--- src/rvseed_pkg.sv ---
package rvseed_pkg;

    localparam int xlen = 64;

    // encodings of add, sub and sltu follow the older core's decoder.
    typedef enum logic [3:0] {
        alu_sll  = 4'b0001,
        alu_slt  = 4'b0010,
        alu_add  = 4'b0011,
        alu_sub  = 4'b0100,
        alu_xor  = 4'b0101,
        alu_srl  = 4'b0110,
        alu_sra  = 4'b0111,
        alu_or   = 4'b1000,
        alu_sltu = 4'b1001,
        alu_and  = 4'b1010,
        alu_remu = 4'b1011
    } alu_op_e;

    // the first six values keep the old read flag numbering.
    typedef enum logic [3:0] {
        kind_alu_w   = 4'd0,
        kind_load_w  = 4'd1,
        kind_load_d  = 4'd2,
        kind_alu     = 4'd3,
        kind_load_bu = 4'd4,
        kind_pass_b  = 4'd5,
        kind_store_w = 4'd6,
        kind_store_d = 4'd7,
        kind_store_b = 4'd8
    } exec_kind_e;

    typedef enum logic [1:0] {
        size_b = 2'd0, // value is log2 of the byte count.
        size_w = 2'd2,
        size_d = 2'd3
    } mem_size_e;

    typedef enum logic [1:0] {
        lsu_idle   = 2'd0,
        lsu_setup  = 2'd1,
        lsu_access = 2'd2
    } lsu_state_e;

endpackage

--- src/apb_if.sv ---
`timescale 1ns/1ps

interface apb_if;

    logic                            psel;
    logic                            penable;
    logic                            pwrite;
    logic [rvseed_pkg::xlen-1:0]     paddr;
    logic [rvseed_pkg::xlen-1:0]     pwdata;
    logic [rvseed_pkg::xlen/8-1:0]   pstrb;
    logic [rvseed_pkg::xlen-1:0]     prdata;
    logic                            pready;

    modport master (
        output psel, penable, pwrite, paddr, pwdata, pstrb,
        input  prdata, pready
    );

    modport slave (
        input  psel, penable, pwrite, paddr, pwdata, pstrb,
        output prdata, pready
    );

endinterface

--- src/rvseed_lsu.sv ---
`timescale 1ns/1ps

module rvseed_lsu (
    input  logic                         clk,
    input  logic                         rst,
    input  logic                         req,
    input  logic                         write,
    input  rvseed_pkg::mem_size_e        size,
    input  logic [rvseed_pkg::xlen-1:0]  addr,
    input  logic [rvseed_pkg::xlen-1:0]  wdata,
    output logic                         done,
    output logic [rvseed_pkg::xlen-1:0]  rdata,
    apb_if.master                        apb
);

    rvseed_pkg::lsu_state_e      state;
    rvseed_pkg::mem_size_e       size_q;
    logic                        write_q;
    logic [rvseed_pkg::xlen-1:0] addr_q;
    logic [rvseed_pkg::xlen-1:0] wdata_q;
    logic [5:0]                  lane_shift;
    logic [rvseed_pkg::xlen-1:0] lane_data;
    logic                        finish;

    assign lane_shift = {addr_q[2:0], 3'b000}; // byte offset in bits.
    assign finish     = (state == rvseed_pkg::lsu_access) && apb.pready;

    assign apb.psel    = (state != rvseed_pkg::lsu_idle);
    assign apb.penable = (state == rvseed_pkg::lsu_access);
    assign apb.pwrite  = write_q;
    assign apb.paddr   = {addr_q[rvseed_pkg::xlen-1:3], 3'b000};
    assign apb.pwdata  = wdata_q << lane_shift;
    assign lane_data   = apb.prdata >> lane_shift;

    always_comb begin
        case (size_q)
            rvseed_pkg::size_b: apb.pstrb = 8'h01 << addr_q[2:0];
            rvseed_pkg::size_w: apb.pstrb = 8'h0f << addr_q[2:0];
            default:            apb.pstrb = 8'hff;
        endcase
    end

    always_ff @(posedge clk) begin
        if (rst) begin
            state <= rvseed_pkg::lsu_idle;
            done  <= 1'b0;
        end else begin
            done <= 1'b0;
            case (state)
                rvseed_pkg::lsu_idle: begin
                    if (req) begin
                        state <= rvseed_pkg::lsu_setup;
                    end
                end
                rvseed_pkg::lsu_setup: begin
                    state <= rvseed_pkg::lsu_access;
                end
                rvseed_pkg::lsu_access: begin
                    if (apb.pready) begin
                        state <= rvseed_pkg::lsu_idle;
                        done  <= 1'b1;
                    end
                end
                default: begin
                    state <= rvseed_pkg::lsu_idle;
                end
            endcase
        end
    end

    always_ff @(posedge clk) begin
        if (req && state == rvseed_pkg::lsu_idle) begin
            addr_q  <= addr;
            size_q  <= size;
            write_q <= write;
            wdata_q <= wdata;
        end
        if (finish) begin
            case (size_q)
                rvseed_pkg::size_b: rdata <= {{(rvseed_pkg::xlen-8){1'b0}}, lane_data[7:0]};
                rvseed_pkg::size_w: rdata <= {{32{lane_data[31]}}, lane_data[31:0]};
                default:            rdata <= apb.prdata;
            endcase
        end
    end

    req_aligned: assert property (@(posedge clk) disable iff (rst)
        req |-> (size == rvseed_pkg::size_b)
             || (size == rvseed_pkg::size_w && addr[1:0] == 2'b00)
             || (addr[2:0] == 3'b000));

    // the top must hold its next request until this unit has answered.
    req_when_idle: assert property (@(posedge clk) disable iff (rst)
        req |-> state == rvseed_pkg::lsu_idle);

endmodule

--- src/flat_wrapper.sv ---
// flat-port wrapper written by rule: the top's interface ports become plain ports
module rvseed_lsu_flat 
  (clk, rst, req, write, size, addr, wdata, done, rdata, apb_psel, apb_penable, apb_pwrite, apb_paddr, apb_pwdata, apb_pstrb, apb_prdata, apb_pready);
  apb_if apb_i ();
  input  logic clk;
  input  logic rst;
  input  logic req;
  input  logic write;
  input  rvseed_pkg::mem_size_e size;
  input  logic [rvseed_pkg::xlen-1:0] addr;
  input  logic [rvseed_pkg::xlen-1:0] wdata;
  output logic done;
  output logic [rvseed_pkg::xlen-1:0] rdata;
  output wire logic [$bits(apb_i.psel)-1:0] apb_psel;
  output wire logic [$bits(apb_i.penable)-1:0] apb_penable;
  output wire logic [$bits(apb_i.pwrite)-1:0] apb_pwrite;
  output wire logic [$bits(apb_i.paddr)-1:0] apb_paddr;
  output wire logic [$bits(apb_i.pwdata)-1:0] apb_pwdata;
  output wire logic [$bits(apb_i.pstrb)-1:0] apb_pstrb;
  input wire logic [$bits(apb_i.prdata)-1:0] apb_prdata;
  input wire logic [$bits(apb_i.pready)-1:0] apb_pready;
  assign apb_psel = apb_i.psel;
  assign apb_penable = apb_i.penable;
  assign apb_pwrite = apb_i.pwrite;
  assign apb_paddr = apb_i.paddr;
  assign apb_pwdata = apb_i.pwdata;
  assign apb_pstrb = apb_i.pstrb;
  assign apb_i.prdata = apb_prdata;
  assign apb_i.pready = apb_pready;
  rvseed_lsu u_core (.clk(clk), .rst(rst), .req(req), .write(write), .size(size), .addr(addr), .wdata(wdata), .done(done), .rdata(rdata), .apb(apb_i));
endmodule
--- config.mk ---
export PLATFORM = sky130hd
export DESIGN_NAME = rvseed_lsu_flat
export DESIGN_NICKNAME = d
export VERILOG_FILES = /design/src/rvseed_pkg.sv /design/src/apb_if.sv /design/src/rvseed_lsu.sv /design/src/flat_wrapper.sv
export SDC_FILE = /design/constraint.sdc
export NUM_CORES = 1
export LEC_CHECK = 0
export ABC_AREA = 1
export BUFFER_PORTS_ARGS = -buffer_cell sky130_fd_sc_hd__buf_2
export CORE_AREA = 2 2 159 161
export CTS_BUF_LIST = sky130_fd_sc_hd__clkbuf_8
export CTS_CLUSTER_DIAMETER = 80
export DETAILED_ROUTE_END_ITERATION = 8
export DIE_AREA = 0 0 161 163
export GPL_TIMING_DRIVEN = 0
export PLACE_DENSITY = 0.69
export SLEW_MARGIN = 10
export SYNTH_ARGS = -nofsm -noshare
export SYNTH_HDL_FRONTEND = slang
export SYNTH_SLANG_ARGS = --single-unit
--- constraint.sdc ---
create_clock -name clk -period 8.9 [get_ports clk]
set_input_delay 0.89 -clock clk [delete_from_list [all_inputs] [get_ports clk]]
set_output_delay 0.89 -clock clk [all_outputs]
set_load 0.03 [all_outputs]
# Word level (Yosys, flattened, before mapping)
# Index checks and enable logic that the tools add are counted.
dict set report classes {
  eq_ne 5
  shifts 4
  n_mux 6
  bitwise 1
  reduce_logical 7
}
# cell n
set ops {}
lappend ops {{64-bit case mux with 2 select lines} 1}
lappend ops {{64-bit by 6-bit << shifter with 64-bit output} 1}
lappend ops {{64-bit by 6-bit >> shifter with 32-bit output} 1}
lappend ops {{8-bit case mux with 2 select lines} 1}
lappend ops {{1-bit by 3-bit << shifter with 8-bit output (first input constant)} 1}
lappend ops {{4-bit by 3-bit << shifter with 8-bit output (first input constant)} 1}
lappend ops {{2-bit case mux with 3 select lines} 1}
lappend ops {{2-bit == test (second input constant)} 2}
lappend ops {{2-bit logical NOT} 2}
lappend ops {{2-bit two-way mux} 2}
lappend ops {{2-bit by 1-bit == test with 1-bit output (second input constant)} 1}
lappend ops {{1-bit logical AND} 2}
lappend ops {{2-bit by 1-bit inequality test with 1-bit output (second input constant)} 1}
lappend ops {{2-bit inequality test (second input constant)} 1}
lappend ops {{2-bit AND reduction} 1}
lappend ops {{2-bit nonzero test} 1}
lappend ops {{2-bit OR reduction} 1}
lappend ops {{1-bit two-way mux} 1}
lappend ops {{1-bit inverter} 1}
dict set report word_totals {
  register_bits 198
  input_bits 199
  output_inout_bits 204
  word_cells 30
}

# Logic depth before layout (Yosys ltp)
# Gate-level depths: netlist of run 1.
dict set report depth {
  depth_word 3
  mapped_depth 9
  depth_no_buf 7
}

# Worst setup path before layout of run 1
# Ideal clock, no wire load.
dict set report synth_timing {
  path_type {input to register}
  from {in req}
  to {reg u_core.addr_q[0] in the netlist's numbering, enable pin}
  setup_time_ns 0.623
  t_arrival_ns 6.342
  required_time_ns 8.277
  setup_slack_ns 1.934
  path_stages 2
  path_buffers 0
  path_cell_list {inv_1 -> nor2_1}
}
dict set report synth_between {
  elab_chain_cells 1
}
# element line_no
set synth_rtl {}
lappend synth_rtl {{start: declaration} flat_wrapper.sv:7} ;# input logic req;
lappend synth_rtl {{1-bit logical AND} rvseed_lsu.sv:72} ;# if (req && state == rvseed_pkg::lsu_idle) begin
lappend synth_rtl {{end signal: assignment} rvseed_lsu.sv:73} ;# addr_q <= addr;
lappend synth_rtl {{end: declaration} rvseed_lsu.sv:19} ;# logic [rvseed_pkg::xlen-1:0] addr_q;
# No other way between the ends.
# A chain may end at the register's enable or synchronous reset.

# Final worst setup path of run 1
dict set report layout_timing {
  from {reg u_core.addr_q[2] in the netlist's numbering}
  to {out apb_pwdata[63]}
}
dict set report layout_between {
  elab_chain_cells 1
}
# element line_no
set layout_rtl {}
lappend layout_rtl {{64-bit by 6-bit << shifter with 64-bit output} rvseed_lsu.sv:32} ;# assign apb.pwdata = wdata_q << lane_shift;
lappend layout_rtl {{end: declaration} flat_wrapper.sv:18} ;# output wire logic [$bits(apb_i.pwdata)-1:0] apb_pwdata;
# No other way between the ends.

==> results.cfg, run 1 <==
[die]
initial_core_util_pct = 41.6
die_x_um = 161
die_h_um = 163
dieArea_mm2 = 0.0262
io_pins = 403
core_area_mm2 = 0.0247
core.rowCount = 58

[clock_tree]
clk_latency_ns = 0.51
clk_pin_slew_ns = 0.13
cts_sinks = 198
clockBufferDepth = 2
holdBufCountCts = 0
post_cts_buffers = 0
cts_tree = yes
h-tree-depth = 4
cts_root_buf = clkbuf_8
cts_buffers = 17
cts.repair.resized = 0

[outcome]
status = completed

[setup_path]
worstSetupPathType = register to output port
crit_buf_inv = 4
cp_top_family = buffers and inverters
slowest_stage = buf_1
critPathArrivalTime_ns = 2.95
required_ns = 8.01
crit_top_cell = o21ai_0
startpoint_type = register
reg2reg_slack_ns = 6.56
worstSetupEndpointType = output port
critPathMaxStageDelay_ns = 0.61
crit_fanout = 10
path_cells = inv_1 > clkbuf_1 > buf_1 > o21ai_0 > o21ai_0 > buf_2

[global_route]
grt_pass1_vias = 9725
gr-total-overflow = 0
grt_pass1_wl_um = 58500
met2_usage_pct = 54.7
use_met1_pct = 33.3
grt_max_degree = 36
top_usage_layer = met2
antenna_found_initial = 6
met3_usage_pct = 10.4
grt_use_total_pct = 31.1

[placement]
dp_hpwl_um = 31700
port_buffers = 399
place.gp.congestion = 0.945
placed_area_mm2 = 0.0128

[synthesis]
synth_area_mm2 = 0.0103
yosys.area_share.adder_pct = 0
muxShareOfSynthArea_pct = 0
synth_area_leader_cell = edfxtp_1
ys_types = 30
synth-seq-cells = 198
ys_warn_count = 0
synth_top_family_by_area = simple AND/OR/NAND/NOR gates
synth_top_cells_by_area = edfxtp_1 57%, nand2_1 13%, buf_4 5.3%
synth_xor_area_share_pct = 0
synth_compound_area_share_pct = 9.30
synth_cells = 1140
synth_top_area_share_pct = 57.1
synth-simple-area-share_pct = 22.4
syn_avg_cell_area_um2 = 9.00
seq_area_frac_synth_pct = 57.6

[sta]
skew_ns = 0.0195
finalCritPeriodShare_pct = 43.1
min_period_ns = 3.84
slew_headroom_pct = 40.7
setup_viol = 0
fmax_mhz = 260
rsz0062_at_grt = no
finalMaxSlewViolations = 0
fin_setup_tns_ns = 0
worst_pin_slew_ns = 0.889
finalHoldViolations = 0

[route]
drt_iter0_markers = 1039
ant_nets = 0
drt-pass1-iter-count = 8
post_drt_via_cell_ratio = 5.25
wl_um = 41800
drc_errors = 0
num_vias = 10100
wire_per_inst_um = 21.8

[min_path]
hp-class = primary input to register

[power]
p_leak_uw = 0.00624
p_per_area_mw_per_mm2 = 174
irDropWorstVdd_mv = 0.103

[finish]
fillers = 2389
seqCellArea_mm2 = 0.00592
multi_input_area_mm2 = 0.00328
drive_gt1_share_pct = 35.0
syn_to_final_growth_pct = 29.0
nNetsFinal = 1768
final_cell_mix = 428 x buf_2, 365 x nand2_1, 195 x edfxtp_1, 104 x nand3_1, 96 x o21ai_0
fin_area_mm2 = 0.0132
layout_commonest_cell = buf_2

[job]
max_cap_violations = 0
[flip-flops by register name (all words and copies together), names as in the netlist]
register,count
u_core.addr_q,64
u_core.rdata,64
u_core.wdata_q,64
u_core.size_q,2
u_core.state,2
u_core.apb.pwrite,1
u_core.done,1
[cell families after synthesis]
group | after synthesis
simple gates | 563
buf+inv | 203
flops | 198
compound gates | 175
other cells | 1
[worst reg2reg max path, stage by stage, from the launching register on]
cell and delay (ns):
dfxtp_1 0.37, inv_1 0.09, nor3_2 0.58, buf_4 0.32, buf_4 0.23, buf_4 0.23, buf_4 0.24
[cells in the mapped netlist]
library cell and number:
nand2_1 365, nor2_1 74, nor4_1 1, inv_1 71, nand4_1 2, o21a_1 2, clkinv_1 1, and2_1 6
buf_4 73, conb_1 1, nand2_2 1, nor3_1 5, o211ai_1 16, a22oi_1 4, dfxtp_1 3, edfxtp_1 195
nand3_2 1, a21oi_2 1, o21ai_0 96, o21ai_1 5, a21oi_1 35, clkbuf_1 20, nor2_2 2, nor2_4 2
buf_1 6, buf_2 29, inv_2 1, buf_6 2, o22ai_1 16, nand3_1 104
[through the flow]
step	std cells	util, %	setup slack (ns)	hold slack [ns]	total power [uW]
global route	1917	53.7	4.98	0.532	2390
floorplan	1142	-	1.93	0.467	1490
detailed placement	1880	51.9	5.65	0.535	1720
finish	1917	53.7	5.06	0.539	2310
global placement	1871	51.4	-0.298	0.484	1720
CTS	1912	53.6	5.10	0.533	2300
[final cells by class]
class | count | share of cell area [%]
Timing Repair Buffer | 408 | 16.0
Antenna cell | 5 | 0.0945
Clock inverter | 15 | 1.31
Buffer | 130 | 6.14
Inverter | 73 | 2.07
Clock buffer | 17 | 1.77
Multi-Input combinational cell | 741 | 24.8
Sequential cell | 198 | 44.7
Tap cell | 330 | 3.12
[per-layer routing]
metal | vias to the layer above | share of wire (%)
met5 | - | 0.031
met4 | 2 | 5.1
met3 | 130 | 11
met2 | 661 | 49
met1 | 4630 | 34
li1 | 4638 | -
[power breakdown]
group,switching (uW),internal [uW]
logic,409,176
registers,22.3,1090
clock network,389,215
[path summary, 6_finish.rpt]
| kind | from | to | cells after the start |
|---|---|---|---|
| worst max-delay path | u_core.addr_q[2] | apb_pwdata[63] | 6 |
| worst min-delay path | addr[36] | u_core.addr_q[36] | 1 |
| worst max register to register | u_core.state[1] | u_core.rdata[14] | 6 |
| worst min register to register | u_core.state[0] | u_core.done | 1 |
Note: power is estimated with default switching activity, not from simulation.
==> run 2, diff against run 1 <==
--- a/config.mk
+++ b/config.mk
@@ -7,13 +7,13 @@
 export LEC_CHECK = 0
 export ABC_AREA = 1
 export BUFFER_PORTS_ARGS = -buffer_cell sky130_fd_sc_hd__buf_2
-export CORE_AREA = 2 2 159 161
+export CORE_AREA = 2 2 157 159
 export CTS_BUF_LIST = sky130_fd_sc_hd__clkbuf_8
 export CTS_CLUSTER_DIAMETER = 80
 export DETAILED_ROUTE_END_ITERATION = 8
-export DIE_AREA = 0 0 161 163
+export DIE_AREA = 0 0 159 161
 export GPL_TIMING_DRIVEN = 0
-export PLACE_DENSITY = 0.69
+export PLACE_DENSITY = 0.74
 export SLEW_MARGIN = 10
 export SYNTH_ARGS = -nofsm -noshare
 export SYNTH_HDL_FRONTEND = slang
==> constraint.sdc (replaced) <==
create_clock -name clk -period 3.51 [get_ports clk]
set_input_delay 0.351 -clock clk [delete_from_list [all_inputs] [get_ports clk]]
set_output_delay 0.351 -clock clk [all_outputs]
set_load 0.03 [all_outputs]
==> results.cfg, run 2 (synthesized netlist as in run 1, its figures left out) <==
[route]
drt_iter0_markers = 1135
num_vias = 10200
wire_per_inst_um = 21.7
ant_nets = 0
drt-pass1-iter-count = 8
post_drt_via_cell_ratio = 5.28
drc_errors = 0
wl_um = 41800

[clock_tree]
cts.repair.resized = 0
clk_pin_slew_ns = 0.12
cts_buffers = 17
cts_root_buf = clkbuf_8
cts_sinks = 198
clockBufferDepth = 2
h-tree-depth = 4
clk_latency_ns = 0.50
cts_tree = yes

[setup_path]
critPathArrivalTime_ns = 3.03
cp_top_family = buffers and inverters
critPathMaxStageDelay_ns = 0.67
worstSetupEndpointType = output port
crit_fanout = 10
crit_top_cell = o21ai_0
required_ns = 3.16
crit_buf_inv = 3
path_cells = inv_2 > clkbuf_1 > nand2_1 > o21ai_0 > o21ai_0 > o21ai_0 > buf_2
startpoint_type = register
slowest_stage = clkbuf_1
worstSetupPathType = register to output port

[finish]
final_cell_mix = 428 x buf_2, 365 x nand2_1, 195 x edfxtp_1, 104 x nand3_1, 96 x o21ai_0
layout_commonest_cell = buf_2
fin_util_pct = 56.2
largest_registers = u_core.addr_q: 64 flops, u_core.rdata: 64 flops, u_core.wdata_q: 64 flops
nNetsFinal = 1791
syn_to_final_growth_pct = 31.2
drive_gt1_share_pct = 34.4

[global_route]
grt_pass1_wl_um = 58100
top_usage_layer = met2
grt_use_total_pct = 31.3
antenna_found_initial = 0
grt_max_degree = 34
met2_usage_pct = 54.2
met3_usage_pct = 7.99
grt_pass1_vias = 9513
gr-total-overflow = 0
use_met1_pct = 35.8

[outcome]
status = completed

[power]
p_leak_uw = 0.00632
irDropWorstVdd_mv = 0.288
p_per_area_mw_per_mm2 = 434

[sta]
fmax_mhz = 296
setup_viol = 0
finalCritPeriodShare_pct = 96.4
fin_setup_tns_ns = 0
skew_ns = 0.0214
rsz0062_at_grt = no
slew_headroom_pct = 41.8
finalMaxSlewViolations = 0
min_period_ns = 3.38
worst_pin_slew_ns = 0.873
finalHoldViolations = 0

[die]
core_area_mm2 = 0.0240
die_h_um = 161
dieArea_mm2 = 0.0256
initial_core_util_pct = 42.8
io_pins = 403
die_x_um = 159
core.rowCount = 57

[placement]
port_buffers = 399
dp_hpwl_um = 31500
place.gp.congestion = 0.950

[job]
max_cap_violations = 0

[min_path]
hp-class = primary input to register
[run 2: changes by cell type in the layout (fill, tap and decap cells not counted), sizes merged]
cell and delta:
clkinv +2, clkinvlp +1, buf -2, dlygate4sd3 +25
diode -4, inv -4
[run 2: where the power goes]
| part | internal [uW] | total (uW) | leakage (uW) | switching [uW] |
|---|---|---|---|---|
| combinational | 465 | 1510 | 0.00427 | 1050 |
| clock | 532 | 1500 | 0.000194 | 971 |
| sequential | 2770 | 2830 | 0.00186 | 58.3 |
| total | 3770 | 5850 | 0.00632 | 2080 |
[run 2: worst paths after layout]
path	to	start	slack, ns	depth (start not counted)
max reg2reg	u_core.wdata_q[42]	u_core.state[0]	1.24	6
min reg2reg	u_core.state[1]	u_core.state[1]	0.56	2
max	apb_pwdata[61]	u_core.addr_q[0]	0.13	7
min	u_core.wdata_q[3]	wdata[3]	0.01	1
[run 2: per-stage QoR]
step | hold slack (ns) | area [um2] | setup WS (ns) | std cells | total power, uW
floorplan | 0.428 | 10300 | 0.156 | 1142 | 3760
global placement | 0.500 | 12700 | -0.807 | 1865 | 4320
detailed placement | 0.529 | 12800 | 0.862 | 1872 | 4350
CTS | 0.0000610 | 13300 | 0.323 | 1909 | 5820
global route | -0.00296 | 13500 | 0.123 | 1928 | 6040
finish | 0.0124 | 13500 | 0.126 | 1929 | 5850
[run 2: cell type report]
cell class / count / area (um2)
fillers: 2231 / 10500
flip-flops and latches: 198 / 5920
well taps: 324 / 405
diodes: 1 / 2.50
clock buffers: 17 / 234
repair buffers: 431 / 2370
plain buffers: 130 / 813
inverters: 73 / 274
multi-input cells: 741 / 3290
clock inverters: 14 / 156
[run 2: routing by layer]
layer | wire length, um | share of wire (%)
met5 | 0 | 0
met4 | 2260 | 5.4
met3 | 4240 | 10
met2 | 20500 | 49
met1 | 14800 | 35
[run 2: timing repair]
item                      in CTS  in global routing
hold buffers                   6                 19
setup buffers                  0                  0
hold endpoints to repair       6                 19
==> run 3, diff against run 2 <==
--- a/config.mk
+++ b/config.mk
@@ -13,7 +13,7 @@
 export DETAILED_ROUTE_END_ITERATION = 8
 export DIE_AREA = 0 0 159 161
 export GPL_TIMING_DRIVEN = 0
-export PLACE_DENSITY = 0.74
+export PLACE_DENSITY = 0.77
 export SLEW_MARGIN = 10
 export SYNTH_ARGS = -nofsm -noshare
 export SYNTH_HDL_FRONTEND = slang
==> results.cfg, run 3 (synthesized netlist as in run 1, its figures left out) <==
[global_route]
grt_pass1_wl_um = 58000
grt_use_total_pct = 31.1
use_met1_pct = 33.7
grt_max_degree = 37
grt_pass1_vias = 9772
met2_usage_pct = 54.5
met3_usage_pct = 8.68
top_usage_layer = met2
antenna_found_initial = 3
gr-total-overflow = 0

[power]
power_frac_clock_pct = 26.3
power.internal_uw = 3770
p_leak_uw = 0.00624
total_power_uw = 5850
switching_share_pct = 35.6
irDropWorstVdd_mv = 0.236
p_seq_share_pct = 48.2
combPwrFrac_pct = 25.4
p_sw_uw = 2080
p_per_area_mw_per_mm2 = 442

[clock_tree]
clockBufferDepth = 2
cts_root_buf = clkbuf_8
clk_latency_ns = 0.49
h-tree-depth = 4
cts_sinks = 198
cts_tree = yes
post_cts_buffers = 0
clk_pin_slew_ns = 0.12
cts_buffers = 17

[setup_path]
startpoint = u_core.addr_q[2]
r2r-start = u_core.addr_q[1]
r2r-end = u_core.rdata[21]
critPathArrivalTime_ns = 2.88
worstSetupPathType = register to output port
reg2reg_slack_ns = 1.34
required_ns = 3.16
startpoint_type = register
crit_fanout = 10
worst-r2r-cell-count = 6
worstSetupEndpointType = output port

[sta]
slew_headroom_pct = 35.3
skew_ns = 0.0174
min_period_ns = 3.23
fmax_mhz = 309
finalCritPeriodShare_pct = 92.1
setup_viol = 0
finalHoldViolations = 0
rsz0062_at_grt = no
worst_pin_slew_ns = 0.971
finalMaxSlewViolations = 0

[finish]
layout_commonest_cell = buf_2
seqCellArea_mm2 = 0.00592
syn_to_final_growth_pct = 29.1
drive_gt1_share_pct = 34.9
fin_area_mm2 = 0.0132
nNetsFinal = 1767
multi_input_area_mm2 = 0.00329
final_cell_mix = 428 x buf_2, 365 x nand2_1, 195 x edfxtp_1, 104 x nand3_1, 96 x o21ai_0
largest_registers = u_core.addr_q: 64 flops, u_core.rdata: 64 flops, u_core.wdata_q: 64 flops
fillers = 2230

[route]
drt_iter0_markers = 1181
drc_errors = 4
wl_um = 41100
drt-pass1-iter-count = 8
post_drt_via_cell_ratio = 5.31
wire_per_inst_um = 21.6
ant_nets = 0
num_vias = 10100

[min_path]
hold_end = u_core.addr_q[10]
hold_start = addr[10]
hold_depth = 1
hp-class = primary input to register

[placement]
dp_hpwl_um = 31400
port_buffers = 399
placed_area_mm2 = 0.0128
place.gp.congestion = 0.921

[die]
die_x_um = 159
core.rowCount = 57
dieArea_mm2 = 0.0256
io_pins = 403
core_area_mm2 = 0.0240
die_h_um = 161
initial_core_util_pct = 42.8

[outcome]
status = finished with violations
violations = DRC

[job]
max_cap_violations = 0
[run 3: cell types whose count changed in the layout (fill, tap and decap cells not counted)]
cell | before | now
clkinv_4 | 5 | 2
clkinv_8 | 3 | 4
clkinvlp_4 | 1 | 0
diode_2 | 1 | 4
dlygate4sd3_1 | 25 | 1
inv_1 | 71 | 72
inv_12 | 0 | 2
inv_6 | 0 | 3
inv_8 | 5 | 3
[run 3: power by group through the flow]
stage | logic (uW) | registers, uW | clock network (uW)
2_1_floorplan | 848 | 2910 | 0
3_3_place_gp | 1430 | 2890 | 0
3_5_place_dp | 1470 | 2880 | 0
4_1_cts | 1470 | 2820 | 1550
5_1_grt | 1580 | 2840 | 1640
6_report | 1490 | 2820 | 1540
[run 3: worst max path at each step]
stage	endpoint	slack, ns	depth (start not counted)
2_1_floorplan	u_core.rdata[0]	0.16	2
3_3_place_gp	u_core.rdata[22]	-0.77	3
3_5_place_dp	apb_pwdata[61]	0.87	6
4_1_cts	apb_pwdata[61]	0.33	6
5_1_grt	apb_pwdata[61]	0.23	6
6_report	apb_pwdata[61]	0.28	6
[run 3: final cells by class]
class | count | share of cell area [%]
sequential | 198 | 44.6
multi-input combinational | 741 | 24.8
timing repair buffer | 407 | 16.1
buffer | 130 | 6.14
tap | 324 | 3.06
inverter | 73 | 2.07
clock buffer | 17 | 1.77
clock inverter | 15 | 1.35
antenna | 4 | 0.0755
[run 3: timing repair]
item | 4_1_cts | 5_1_grt
hold buffers | 0 | 1
endpoints found under the hold margin | 0 | 1
resized for setup | 0 | 0
[run 3: critical path, stage by stage (launching register included)]
cell and delay [ns]:
edfxtp_1 0.43, inv_1 0.18, clkbuf_1 0.55, buf_1 0.58, o21ai_0 0.24, o21ai_0 0.18
buf_2 0.25
[run 3: through the flow]
step,TNS [ns],cells,utilization [%],setup slack (ns),hold slack [ns]
3_5_place_dp,0,1872,53.5,0.868,0.529
2_1_floorplan,0,1142,-,0.156,0.428
6_report,0,1909,55.3,0.279,0.0260
4_1_cts,0,1904,55.2,0.333,0.00571
3_3_place_gp,-63.60,1865,52.9,-0.766,0.500
5_1_grt,0,1908,55.3,0.232,0.000204
[run 3: per-layer routing]
layer  vias to the layer above  wire length, um
li1                       4632                -
met1                      4587            13500
met2                       772            20300
met3                       145             4910
met4                         0             2390
met5                         -                0
